$ cat src/exe_params.svh
`ifndef EXE_PARAMS_SVH
`define EXE_PARAMS_SVH

`define DATA_WIDTH    32
`define ADDR_WIDTH    32
`define RADDR_WIDTH   5
`define SHAMT_WIDTH   5

// rv32i major opcodes
`define OP_IMM        7'b0010011
`define OP_REG        7'b0110011
`define OP_LUI        7'b0110111
`define OP_AUIPC      7'b0010111
`define OP_LOAD       7'b0000011
`define OP_STORE      7'b0100011
`define OP_BRANCH     7'b1100011
`define OP_JAL        7'b1101111
`define OP_JALR       7'b1100111

`define F7_BASE       7'b0000000
`define F7_ALT        7'b0100000    // sub, sra, srai

// alu operation codes
`define ALU_ADD       4'd0
`define ALU_SUB       4'd1
`define ALU_AND       4'd2
`define ALU_OR        4'd3
`define ALU_XOR       4'd4
`define ALU_SLT       4'd5
`define ALU_SLTU      4'd6
`define ALU_SLL       4'd7
`define ALU_SRL       4'd8
`define ALU_SRA       4'd9          // highest defined code

// memory stage access codes
`define MEM_NOP       4'd0
`define MEM_LB        4'd1
`define MEM_LH        4'd2
`define MEM_LW        4'd3
`define MEM_LBU       4'd4
`define MEM_LHU       4'd5
`define MEM_SB        4'd6
`define MEM_SH        4'd7
`define MEM_SW        4'd8

`endif

$ cat src/exe_pkg.sv
`include "exe_params.svh"

package exe_pkg;

    typedef logic [`DATA_WIDTH-1:0]  data_t;     // operand or result word
    typedef logic [`ADDR_WIDTH-1:0]  addr_t;     // pc or memory address
    typedef logic [`RADDR_WIDTH-1:0] raddr_t;    // register file index

    // selected alu operation
    typedef logic [3:0] alu_op_t;

    // branch condition / access size field
    typedef logic [2:0] funct3_t;

    typedef logic [3:0] mem_op_t;                // access code to mem stage

endpackage

$ cat src/inst_decode.sv
`timescale 1ns/1ns
`include "exe_params.svh"

module inst_decode (
    input  exe_pkg::data_t   inst_i,
    input  logic             reg_we_i,
    output exe_pkg::alu_op_t alu_op_o,
    output logic             alu_valid_o,
    output logic             branch_en_o,
    output logic             jal_en_o,
    output logic             jalr_en_o,
    output logic             load_en_o,
    output logic             store_en_o,
    output logic             write_en_o,
    output logic             link_sel_o,
    output exe_pkg::funct3_t funct3_o,
    output exe_pkg::data_t   imm_b_o,
    output exe_pkg::data_t   imm_j_o,
    output exe_pkg::data_t   imm_i_o,
    output exe_pkg::data_t   imm_s_o
);
    import exe_pkg::*;

    logic [6:0] opcode;
    logic [6:0] funct7;
    funct3_t    funct3;
    logic       f7_base;
    logic       f7_alt;
    logic       illegal;

    assign opcode  = inst_i[6:0];
    assign funct3  = inst_i[14:12];
    assign funct7  = inst_i[31:25];
    assign f7_base = (funct7 == `F7_BASE);
    assign f7_alt  = (funct7 == `F7_ALT);

    assign funct3_o = funct3;

    assign imm_i_o = {{20{inst_i[31]}}, inst_i[31:20]};
    assign imm_s_o = {{20{inst_i[31]}}, inst_i[31:25], inst_i[11:7]};
    assign imm_b_o = {{20{inst_i[31]}}, inst_i[7], inst_i[30:25], inst_i[11:8], 1'b0};
    assign imm_j_o = {{12{inst_i[31]}}, inst_i[19:12], inst_i[20], inst_i[30:21], 1'b0};

    // same funct3 map for op-imm and op
    function automatic alu_op_t alu_op_of(input funct3_t f3, input logic alt);
        case (f3)
            3'b000:  return alt ? `ALU_SUB : `ALU_ADD;
            3'b001:  return `ALU_SLL;
            3'b010:  return `ALU_SLT;
            3'b011:  return `ALU_SLTU;
            3'b100:  return `ALU_XOR;
            3'b101:  return alt ? `ALU_SRA : `ALU_SRL;
            3'b110:  return `ALU_OR;
            default: return `ALU_AND;
        endcase
    endfunction

    always_comb begin
        alu_op_o    = `ALU_ADD;
        alu_valid_o = 1'b0;
        branch_en_o = 1'b0;
        jal_en_o    = 1'b0;
        jalr_en_o   = 1'b0;
        load_en_o   = 1'b0;
        store_en_o  = 1'b0;
        write_en_o  = 1'b0;
        illegal     = 1'b0;
        case (opcode)
            `OP_IMM: begin
                alu_valid_o = 1'b1;
                write_en_o  = reg_we_i;
                alu_op_o    = alu_op_of(funct3, f7_alt && funct3 == 3'b101);
                // upper bits are immediate except for shifts
                illegal = (funct3 == 3'b001 && !f7_base) ||
                          (funct3 == 3'b101 && !(f7_base || f7_alt));
            end
            `OP_REG: begin
                alu_valid_o = 1'b1;
                write_en_o  = 1'b1;
                alu_op_o    = alu_op_of(funct3, f7_alt);
                // alt only for sub/sra, mul/div funct7 lands here as well
                illegal = !(f7_base || (f7_alt && (funct3 == 3'b000 || funct3 == 3'b101)));
            end
            `OP_LUI, `OP_AUIPC: begin
                alu_valid_o = 1'b1;     // op1 + op2 from id stage
                write_en_o  = reg_we_i;
            end
            `OP_LOAD: begin
                load_en_o  = 1'b1;
                write_en_o = 1'b1;
                illegal    = funct3 inside {3'b011, 3'b110, 3'b111};
            end
            `OP_STORE: begin
                store_en_o = 1'b1;
                illegal    = funct3[2] || (funct3[1:0] == 2'b11);
            end
            `OP_BRANCH: begin
                branch_en_o = 1'b1;
                illegal     = (funct3[2:1] == 2'b01);
            end
            `OP_JAL: begin
                jal_en_o   = 1'b1;
                write_en_o = reg_we_i;
            end
            `OP_JALR: begin
                jalr_en_o  = 1'b1;
                write_en_o = reg_we_i;
                illegal    = (funct3 != 3'b000);
            end
            default: illegal = 1'b1;
        endcase
        if (illegal) begin
            alu_valid_o = 1'b0;
            branch_en_o = 1'b0;
            jal_en_o    = 1'b0;
            jalr_en_o   = 1'b0;
            load_en_o   = 1'b0;
            store_en_o  = 1'b0;
            write_en_o  = 1'b0;
        end
    end

    assign link_sel_o = jal_en_o | jalr_en_o;

endmodule

$ cat src/int_alu.sv
`timescale 1ns/1ns
`include "exe_params.svh"

module int_alu (
    input  logic             clk_i,
    input  logic             rst_i,
    input  exe_pkg::data_t   op1_i,
    input  exe_pkg::data_t   op2_i,
    input  exe_pkg::alu_op_t alu_op_i,
    input  logic             alu_valid_i,
    output exe_pkg::data_t   result_o
);
    import exe_pkg::*;

    logic [`SHAMT_WIDTH-1:0] shamt;
    logic                    lt_s;
    logic                    lt_u;
    data_t                   res;

    assign shamt = op2_i[`SHAMT_WIDTH-1:0];    // low five bits only
    assign lt_s  = ($signed(op1_i) < $signed(op2_i));
    assign lt_u  = (op1_i < op2_i);

    always_comb begin
        case (alu_op_i)
            `ALU_ADD:  res = op1_i + op2_i;
            `ALU_SUB:  res = op1_i - op2_i;
            `ALU_AND:  res = op1_i & op2_i;
            `ALU_OR:   res = op1_i | op2_i;
            `ALU_XOR:  res = op1_i ^ op2_i;
            `ALU_SLT:  res = {{(`DATA_WIDTH-1){1'b0}}, lt_s};
            `ALU_SLTU: res = {{(`DATA_WIDTH-1){1'b0}}, lt_u};
            `ALU_SLL:  res = op1_i << shamt;
            `ALU_SRL:  res = op1_i >> shamt;
            `ALU_SRA:  res = $signed(op1_i) >>> shamt;
            default:   res = '0;
        endcase
    end

    // loads and non-alu classes see zero here
    assign result_o = alu_valid_i ? res : '0;

    // decoder only hands over defined codes
    op_known: assert property (@(posedge clk_i) disable iff (rst_i)
        alu_valid_i |-> (alu_op_i <= `ALU_SRA))
        else $error("int_alu: undefined operation %0d", alu_op_i);

endmodule

$ cat src/branch_unit.sv
`timescale 1ns/1ns
`include "exe_params.svh"

module branch_unit (
    input  exe_pkg::data_t   op1_i,
    input  exe_pkg::data_t   op2_i,
    input  exe_pkg::addr_t   pc_i,
    input  exe_pkg::funct3_t funct3_i,
    input  logic             branch_en_i,
    input  logic             jal_en_i,
    input  logic             jalr_en_i,
    input  exe_pkg::data_t   imm_b_i,
    input  exe_pkg::data_t   imm_j_i,
    input  exe_pkg::data_t   imm_i_i,
    output logic             taken_o,
    output exe_pkg::addr_t   target_o,
    output exe_pkg::addr_t   link_o
);
    import exe_pkg::*;

    logic  cond;
    logic  f3_defined;
    addr_t branch_target;

    assign f3_defined    = (funct3_i[2:1] != 2'b01);
    assign branch_target = f3_defined ? pc_i + imm_b_i : '0;

    always_comb begin
        case (funct3_i)
            3'b000:  cond = (op1_i == op2_i);                       // beq
            3'b001:  cond = (op1_i != op2_i);                       // bne
            3'b100:  cond = ($signed(op1_i) < $signed(op2_i));
            3'b101:  cond = ($signed(op1_i) >= $signed(op2_i));
            3'b110:  cond = (op1_i < op2_i);                        // bltu
            3'b111:  cond = (op1_i >= op2_i);
            default: cond = 1'b0;
        endcase
    end

    always_comb begin
        taken_o  = 1'b0;
        target_o = '0;
        if (jal_en_i) begin
            taken_o  = 1'b1;
            target_o = pc_i + imm_j_i;
        end else if (jalr_en_i) begin
            taken_o  = 1'b1;
            target_o = op1_i + imm_i_i;     // bit 0 left as computed
        end else if (branch_en_i) begin
            taken_o  = cond;
            target_o = branch_target;
        end
    end

    assign link_o = pc_i + addr_t'(4);

endmodule

$ cat src/lsu_agu.sv
`timescale 1ns/1ns
`include "exe_params.svh"

module lsu_agu (
    input  exe_pkg::data_t   op1_i,
    input  exe_pkg::data_t   op2_i,
    input  exe_pkg::funct3_t funct3_i,
    input  logic             load_en_i,
    input  logic             store_en_i,
    input  exe_pkg::data_t   imm_i_i,
    input  exe_pkg::data_t   imm_s_i,
    output exe_pkg::addr_t   addr_o,
    output exe_pkg::data_t   wdata_o,
    output logic             we_o,
    output exe_pkg::mem_op_t op_o
);
    import exe_pkg::*;

    data_t offset;

    assign offset = store_en_i ? imm_s_i : imm_i_i;

    always_comb begin
        addr_o  = '0;
        wdata_o = '0;
        we_o    = 1'b0;
        op_o    = `MEM_NOP;
        if (load_en_i || store_en_i) begin
            addr_o = op1_i + offset;
        end
        if (load_en_i) begin
            case (funct3_i)
                3'b000:  op_o = `MEM_LB;
                3'b001:  op_o = `MEM_LH;
                3'b010:  op_o = `MEM_LW;
                3'b100:  op_o = `MEM_LBU;
                3'b101:  op_o = `MEM_LHU;
                default: op_o = `MEM_NOP;
            endcase
        end else if (store_en_i) begin
            wdata_o = op2_i;        // rs2 value
            we_o    = 1'b1;
            case (funct3_i)
                3'b000:  op_o = `MEM_SB;
                3'b001:  op_o = `MEM_SH;
                3'b010:  op_o = `MEM_SW;
                default: op_o = `MEM_NOP;
            endcase
        end
    end

endmodule

$ cat src/exe_mem_reg.sv
`timescale 1ns/1ns
`include "exe_params.svh"

module exe_mem_reg (
    input  logic             clk_i,
    input  logic             rst_i,
    input  exe_pkg::raddr_t  reg_waddr_i,
    input  logic             write_en_i,
    input  logic             link_sel_i,
    input  exe_pkg::data_t   alu_result_i,
    input  exe_pkg::data_t   link_i,
    input  exe_pkg::addr_t   mem_addr_i,
    input  exe_pkg::data_t   mem_data_i,
    input  logic             mem_we_i,
    input  exe_pkg::mem_op_t mem_op_i,
    input  logic             jump_taken_i,
    input  exe_pkg::addr_t   jump_target_i,
    output exe_pkg::raddr_t  reg_waddr_o,
    output logic             reg_we_o,
    output exe_pkg::data_t   reg_wdata_o,
    output exe_pkg::addr_t   mem_addr_o,
    output exe_pkg::data_t   mem_data_o,
    output logic             mem_we_o,
    output exe_pkg::mem_op_t mem_op_o,
    output exe_pkg::addr_t   jump_addr_o,
    output logic             jump_enable_o
);
    import exe_pkg::*;

    raddr_t waddr_d;
    data_t  wdata_d;

    // jumps write back pc + 4
    assign wdata_d = !write_en_i ? '0 : (link_sel_i ? link_i : alu_result_i);
    assign waddr_d = write_en_i ? reg_waddr_i : '0;

    always_ff @(posedge clk_i) begin
        if (rst_i) begin
            reg_waddr_o   <= '0;
            reg_we_o      <= 1'b0;
            reg_wdata_o   <= '0;
            mem_addr_o    <= '0;
            mem_data_o    <= '0;
            mem_we_o      <= 1'b0;
            mem_op_o      <= `MEM_NOP;
            jump_addr_o   <= '0;
            jump_enable_o <= 1'b0;
        end else begin
            reg_waddr_o   <= waddr_d;
            reg_we_o      <= write_en_i;
            reg_wdata_o   <= wdata_d;
            mem_addr_o    <= mem_addr_i;
            mem_data_o    <= mem_data_i;
            mem_we_o      <= mem_we_i;
            mem_op_o      <= mem_op_i;
            jump_addr_o   <= jump_target_i;
            jump_enable_o <= jump_taken_i;
        end
    end

    // only stores touch memory, and a store never writes a register
    no_dual_write: assert property (@(posedge clk_i) disable iff (rst_i)
        !(mem_we_o && reg_we_o))
        else $error("exe_mem_reg: register and memory write together");

    store_code: assert property (@(posedge clk_i) disable iff (rst_i)
        mem_we_o |-> (mem_op_o inside {`MEM_SB, `MEM_SH, `MEM_SW}))
        else $error("exe_mem_reg: memory write with access code %0d", mem_op_o);

endmodule

$ cat src/exe_top.sv
`timescale 1ns/1ns
`include "exe_params.svh"

module exe_top (
    input  logic             clk_i,
    input  logic             rst_i,
    input  exe_pkg::data_t   op1_i,
    input  exe_pkg::data_t   op2_i,
    input  logic             reg_we_i,
    input  exe_pkg::raddr_t  reg_waddr_i,
    input  exe_pkg::data_t   inst_i,
    input  exe_pkg::addr_t   inst_addr_i,
    output exe_pkg::raddr_t  reg_waddr_o,
    output logic             reg_we_o,
    output exe_pkg::data_t   reg_wdata_o,
    output exe_pkg::addr_t   mem_addr_o,
    output exe_pkg::data_t   mem_data_o,
    output logic             mem_we_o,
    output exe_pkg::mem_op_t mem_op_o,
    output exe_pkg::addr_t   jump_addr_o,
    output logic             jump_enable_o
);
    import exe_pkg::*;

    alu_op_t alu_op;
    logic    alu_valid;
    logic    branch_en;
    logic    jal_en;
    logic    jalr_en;
    logic    load_en;
    logic    store_en;
    logic    write_en;
    logic    link_sel;
    funct3_t funct3;
    data_t   imm_b;
    data_t   imm_j;
    data_t   imm_i;
    data_t   imm_s;
    data_t   alu_result;
    logic    jump_taken;
    addr_t   jump_target;
    addr_t   link_addr;
    addr_t   mem_addr;
    data_t   mem_data;
    logic    mem_we;
    mem_op_t mem_op;

    inst_decode u_decode (
        .inst_i      (inst_i),
        .reg_we_i    (reg_we_i),
        .alu_op_o    (alu_op),
        .alu_valid_o (alu_valid),
        .branch_en_o (branch_en),
        .jal_en_o    (jal_en),
        .jalr_en_o   (jalr_en),
        .load_en_o   (load_en),
        .store_en_o  (store_en),
        .write_en_o  (write_en),
        .link_sel_o  (link_sel),
        .funct3_o    (funct3),
        .imm_b_o     (imm_b),
        .imm_j_o     (imm_j),
        .imm_i_o     (imm_i),
        .imm_s_o     (imm_s)
    );

    int_alu u_alu (
        .clk_i       (clk_i),
        .rst_i       (rst_i),
        .op1_i       (op1_i),
        .op2_i       (op2_i),
        .alu_op_i    (alu_op),
        .alu_valid_i (alu_valid),
        .result_o    (alu_result)
    );

    branch_unit u_branch (
        .op1_i       (op1_i),
        .op2_i       (op2_i),
        .pc_i        (inst_addr_i),
        .funct3_i    (funct3),
        .branch_en_i (branch_en),
        .jal_en_i    (jal_en),
        .jalr_en_i   (jalr_en),
        .imm_b_i     (imm_b),
        .imm_j_i     (imm_j),
        .imm_i_i     (imm_i),
        .taken_o     (jump_taken),
        .target_o    (jump_target),
        .link_o      (link_addr)
    );

    lsu_agu u_agu (
        .op1_i       (op1_i),
        .op2_i       (op2_i),
        .funct3_i    (funct3),
        .load_en_i   (load_en),
        .store_en_i  (store_en),
        .imm_i_i     (imm_i),
        .imm_s_i     (imm_s),
        .addr_o      (mem_addr),
        .wdata_o     (mem_data),
        .we_o        (mem_we),
        .op_o        (mem_op)
    );

    exe_mem_reg u_exe_mem (
        .clk_i         (clk_i),
        .rst_i         (rst_i),
        .reg_waddr_i   (reg_waddr_i),
        .write_en_i    (write_en),
        .link_sel_i    (link_sel),
        .alu_result_i  (alu_result),
        .link_i        (link_addr),
        .mem_addr_i    (mem_addr),
        .mem_data_i    (mem_data),
        .mem_we_i      (mem_we),
        .mem_op_i      (mem_op),
        .jump_taken_i  (jump_taken),
        .jump_target_i (jump_target),
        .reg_waddr_o   (reg_waddr_o),
        .reg_we_o      (reg_we_o),
        .reg_wdata_o   (reg_wdata_o),
        .mem_addr_o    (mem_addr_o),
        .mem_data_o    (mem_data_o),
        .mem_we_o      (mem_we_o),
        .mem_op_o      (mem_op_o),
        .jump_addr_o   (jump_addr_o),
        .jump_enable_o (jump_enable_o)
    );

endmodule

$ cat config.mk
export PLATFORM = sky130hd
export DESIGN_NAME = exe_top
export DESIGN_NICKNAME = d
export VERILOG_FILES = /design/src/exe_pkg.sv /design/src/inst_decode.sv /design/src/int_alu.sv /design/src/branch_unit.sv /design/src/lsu_agu.sv /design/src/exe_mem_reg.sv /design/src/exe_top.sv
export VERILOG_INCLUDE_DIRS = /design/src
export SDC_FILE = /design/constraint.sdc
export NUM_CORES = 1
export LEC_CHECK = 0
export BUFFER_PORTS_ARGS = -buffer_cell sky130_fd_sc_hd__buf_4
export CAP_MARGIN = 10
export CELL_PAD_IN_SITES_DETAIL_PLACEMENT = 0
export CELL_PAD_IN_SITES_GLOBAL_PLACEMENT = 1
export CORE_UTILIZATION = 34
export DETAILED_ROUTE_END_ITERATION = 6
export PLACE_DENSITY_LB_ADDON = 0.1
export SLEW_MARGIN = 20
export SYNTH_ARGS = -nofsm -noshare
export SYNTH_HDL_FRONTEND = slang
export SYNTH_HIERARCHICAL = 1
export SYNTH_SLANG_ARGS = --single-unit
$ cat constraint.sdc
create_clock -name clk_i -period 3.6 [get_ports clk_i]
set_input_delay 0.18 -clock clk_i [delete_from_list [all_inputs] [get_ports clk_i]]
set_output_delay 0.18 -clock clk_i [all_outputs]
set_load 0.02 [all_outputs]
==> results_dict.tcl <==
set metrics [dict create \
    outcome "finished clean" \
    p_switching_mw 3.074 \
    pwr-share-seq_pct 22.1 \
    final_common_cell "buf_4" \
    synth.top_cell.area_share_pct 13.80 \
    endpoint_kind "flop" \
    cts-root-buf "clkbuf_16" \
    nNetsFinal 3856 \
    ant_nets 0 \
    drive_above_1_share_pct 24.24 \
    p_total_mw 7.034 \
    cp_max_fo 4 \
    synth-compound-area-share_pct 27.00 \
    final.setup.worst_slack_ns 0.3507 \
    post_dp_cell_area_um2 27570 \
    post_drt_via_cell_ratio 5.723 \
    coreArea_um2 67510 \
    drv_slew 0 \
    cts.sinks 140 \
    synthSimpleGateAreaFrac_pct 20.68 \
    tightest_slew_ns 0.9382 \
    powerDensity_nw_per_um2 249.0 \
    hpwl_um 87480 \
    finalHoldViolations 0 \
    worst_ep_arrival_time_ns 3.60 \
    vias 24860 \
    portBuffers 275 \
    post-synth-top-area-cell "ha_1" \
    maxCapViolCount 0 \
    synth_cell_types 116 \
    antenna_found_initial 4 \
    drc 0 \
    crit_top_cell "o31a_1" \
    p_comb_share_pct 50.0 \
    final_area_um2 28240 \
    syn_area_um2 23300 \
    synthAdderAreaFrac_pct 14.32 \
    internal_power_mw 3.959 \
    grt-ovfl-total 0 \
    worstHoldStart "op2_i[16]" \
    grt_use_total_pct 30.27 \
    grt_pass1_wl_um 157600 \
    ios 276 \
    syn_avg_cell_area_um2 7.528 \
    ys_warn_count 6 \
    min_path_cells 3 \
    p_clk_share_pct 27.9 \
    leakagePower_nw 12.68 \
    die_h_um 263.8 \
    holdCritPathClass "primary input to flop" \
    post-place-ws_ns -0.1335 \
    fin_crit_sh_pct 90.26 \
    final_cell_mix "buf_4, nor2_1, a21oi_1" \
    relSlewSlack_pct 37.38 \
    fmax_mhz 307.8 \
    drtPass1Iterations 6 \
    clk_pin_slew_ns 0.08 \
    htreeDepth 4 \
    drt_iter0_drc 1878 \
    grt_pass1_vias 24283 \
    ys_ff_latch 140 \
    holdPathEnd "u_exe_mem/mem_data_o[16]" \
    synth_top_family_by_area "compound AO/OA/AOI/OAI gates" \
    synth_area_leaders "ha_1, dfxtp_1, a21oi_1, nor2_1, mux4_2" \
    sw_frac_of_total_pct 43.71 \
    gp_congestion 0.9796 \
    cts_buffers 17 \
    setup.worst_path.class "primary input to flop" \
    path_delay_family "simple AND/OR/NAND/NOR gates" \
    async_reset_ff_share_pct 0 \
    hold_ws_ns 0.02507 \
    final.min_clock_period_ns 3.249 \
    clk_path_buf_depth 2 \
    grt_max_degree 69 \
    num_rows 95 \
    start_util_pct 34.51 \
    syn-instance-count 3095 \
    cp_cell_sequence "buf_4, nand4bb_4, nor2_1, nand3_1, nor3b_2, buf_12, mux2_2, ha_1, inv_1, fa_1, nor2b_4, o31a_1, o31a_1, o2111ai_1, a21oi_1, nor3_1, nor3_2, nor2b_1" \
    wl_per_cell_um 24.81 \
    area_growth_pct 21.23 \
    cp_num_buf_inv 3 \
    muxShareOfSynthArea_pct 9.726 \
    max_stage_delay_ns 0.33 \
    crit_path_top_delay_cell "mux2_2" \
    wirelength_um 107800 \
    ir_drop_v 0.0003131 \
    synth_edf_count 0 \
    tritoncts "done" \
    fp.dieArea_um2 69580 \
    synth_xor_area_share_pct 5.789 \
    yosysSeqAreaShare_pct 12.03 \
    die_w_um 263.8 \
    worst_setup_path_start_kind "primary input" \
    synth_flop_cell "dfxtp_1" \
    crit_required_ns 3.95 \
    setup_viol 0 \
    rsz0062_at_grt "false" \
]
## per-layer routing
layer / global-route usage [%] / part of all wire, %
met5: 0 / 0.012
met4: 11.69 / 3.8
met3: 4.567 / 5.8
met2: 50.10 / 46
met1: 39.39 / 44
## metrics by stage
step                TNS (ns)  utilization, %  instances
floorplan                  0               -       3096
global placement     -0.3180           40.84       4306
detailed placement   -0.6173           40.84       4306
CTS                        0           41.83       4343
global route               0           41.83       4343
finish                     0           41.83       4344
## what timing repair did
| item | 4_1_cts | 5_1_grt |
|---|---|---|
| setup buffers | 0 | 0 |
| endpoints found under the hold margin | 5 | 0 |
| hold buffers | 5 | 0 |
| gates resized for setup | 0 | 0 |
## cells by family (layout without fill, tap and decap cells)
| logic type | count (synthesis) | in the layout |
|---|---|---|
| xor+xnor | 154 | 154 |
| simple gates | 978 | 978 |
| flops | 140 | 140 |
| compound gates | 923 | 923 |
| buf+inv | 477 | 851 |
| mux | 159 | 159 |
| other cells | 1 | 3 |
| fa+ha+maj | 263 | 263 |
## worst min-delay path, stage by stage
cell and delay (ns):
buf_4 0.10, and2_1 0.10, nor2b_1 0.10
## flip-flops by register name (all words and copies together) (netlist names)
register / flops
u_exe_mem/mem_data_o: 32
u_exe_mem/reg_waddr_o: 5
u_exe_mem/jump_enable_o: 1
u_exe_mem/mem_we_o: 1
u_exe_mem/mem_addr_o: 32
u_exe_mem/mem_op_o: 4
u_exe_mem/jump_addr_o: 32
u_exe_mem/reg_we_o: 1
u_exe_mem/reg_wdata_o: 32
## worst max-delay path by stage
stage,from,endpoint,slack (ns),cells past startpoint
after floorplan,inst_i[2],u_exe_mem/mem_addr_o[12],0.005,16
after global placement,inst_i[2],u_exe_mem/mem_addr_o[12],-0.12,18
after detailed placement,inst_i[2],u_exe_mem/mem_addr_o[12],-0.13,18
after CTS,inst_i[2],u_exe_mem/mem_addr_o[12],0.38,18
after global routing,inst_i[2],u_exe_mem/mem_addr_o[12],0.18,18
final,inst_i[2],u_exe_mem/mem_addr_o[26],0.35,18
## power groups by stage
stage                     logic (mW)  registers, mW  clock network (mW)
final                           3.52           1.55                1.96
after global placement          3.44           1.59                   0
after detailed placement        3.44           1.59                   0
after CTS                       3.47           1.55                2.03
after global routing            3.79           1.55                2.08
after floorplan                 2.17           1.60                   0
## layout make-up
cell class                      count  area, um2
Clock buffer                       17      425.4
Fill cell                        7100      39270
Sequential cell                   140       2803
Timing Repair Buffer              645       4967
Clock inverter                     15      193.9
Antenna cell                        1      2.502
Tap cell                          873       1092
Inverter                          174      653.1
Multi-Input combinational cell   2479      18110
## cells in the mapped netlist (8+ instances only)
| master | instances |
|---|---|
| nor2_1 | 331 |
| a21oi_1 | 277 |
| ha_1 | 257 |
| nand2_1 | 192 |
| inv_1 | 168 |
| o21ai_0 | 146 |
| buf_4 | 145 |
| dfxtp_1 | 140 |
| nor2b_1 | 124 |
| xnor2_1 | 105 |
| clkbuf_1 | 102 |
| a21o_1 | 76 |
| mux2i_1 | 73 |
| and2_1 | 56 |
| nand3_1 | 53 |
| nor3_1 | 52 |
| mux4_2 | 50 |
| xor2_1 | 49 |
| a211oi_1 | 47 |
| a221oi_1 | 36 |
| mux2_2 | 35 |
| buf_2 | 34 |
| o211ai_1 | 31 |
| nand2b_1 | 30 |
| nand4_1 | 28 |
| or3_1 | 25 |
| a22oi_1 | 24 |
| o21bai_1 | 24 |
| a31oi_1 | 23 |
| o21ai_1 | 23 |
| o21a_1 | 21 |
| and3_1 | 20 |
| o31ai_1 | 18 |
| o22ai_1 | 16 |
| nor4_1 | 14 |
| buf_1 | 13 |
| o31a_1 | 12 |
| a211o_1 | 10 |
| o2111ai_1 | 9 |
| a41oi_1 | 8 |
| o211a_1 | 8 |
Power figures use the tool's default switching activity.
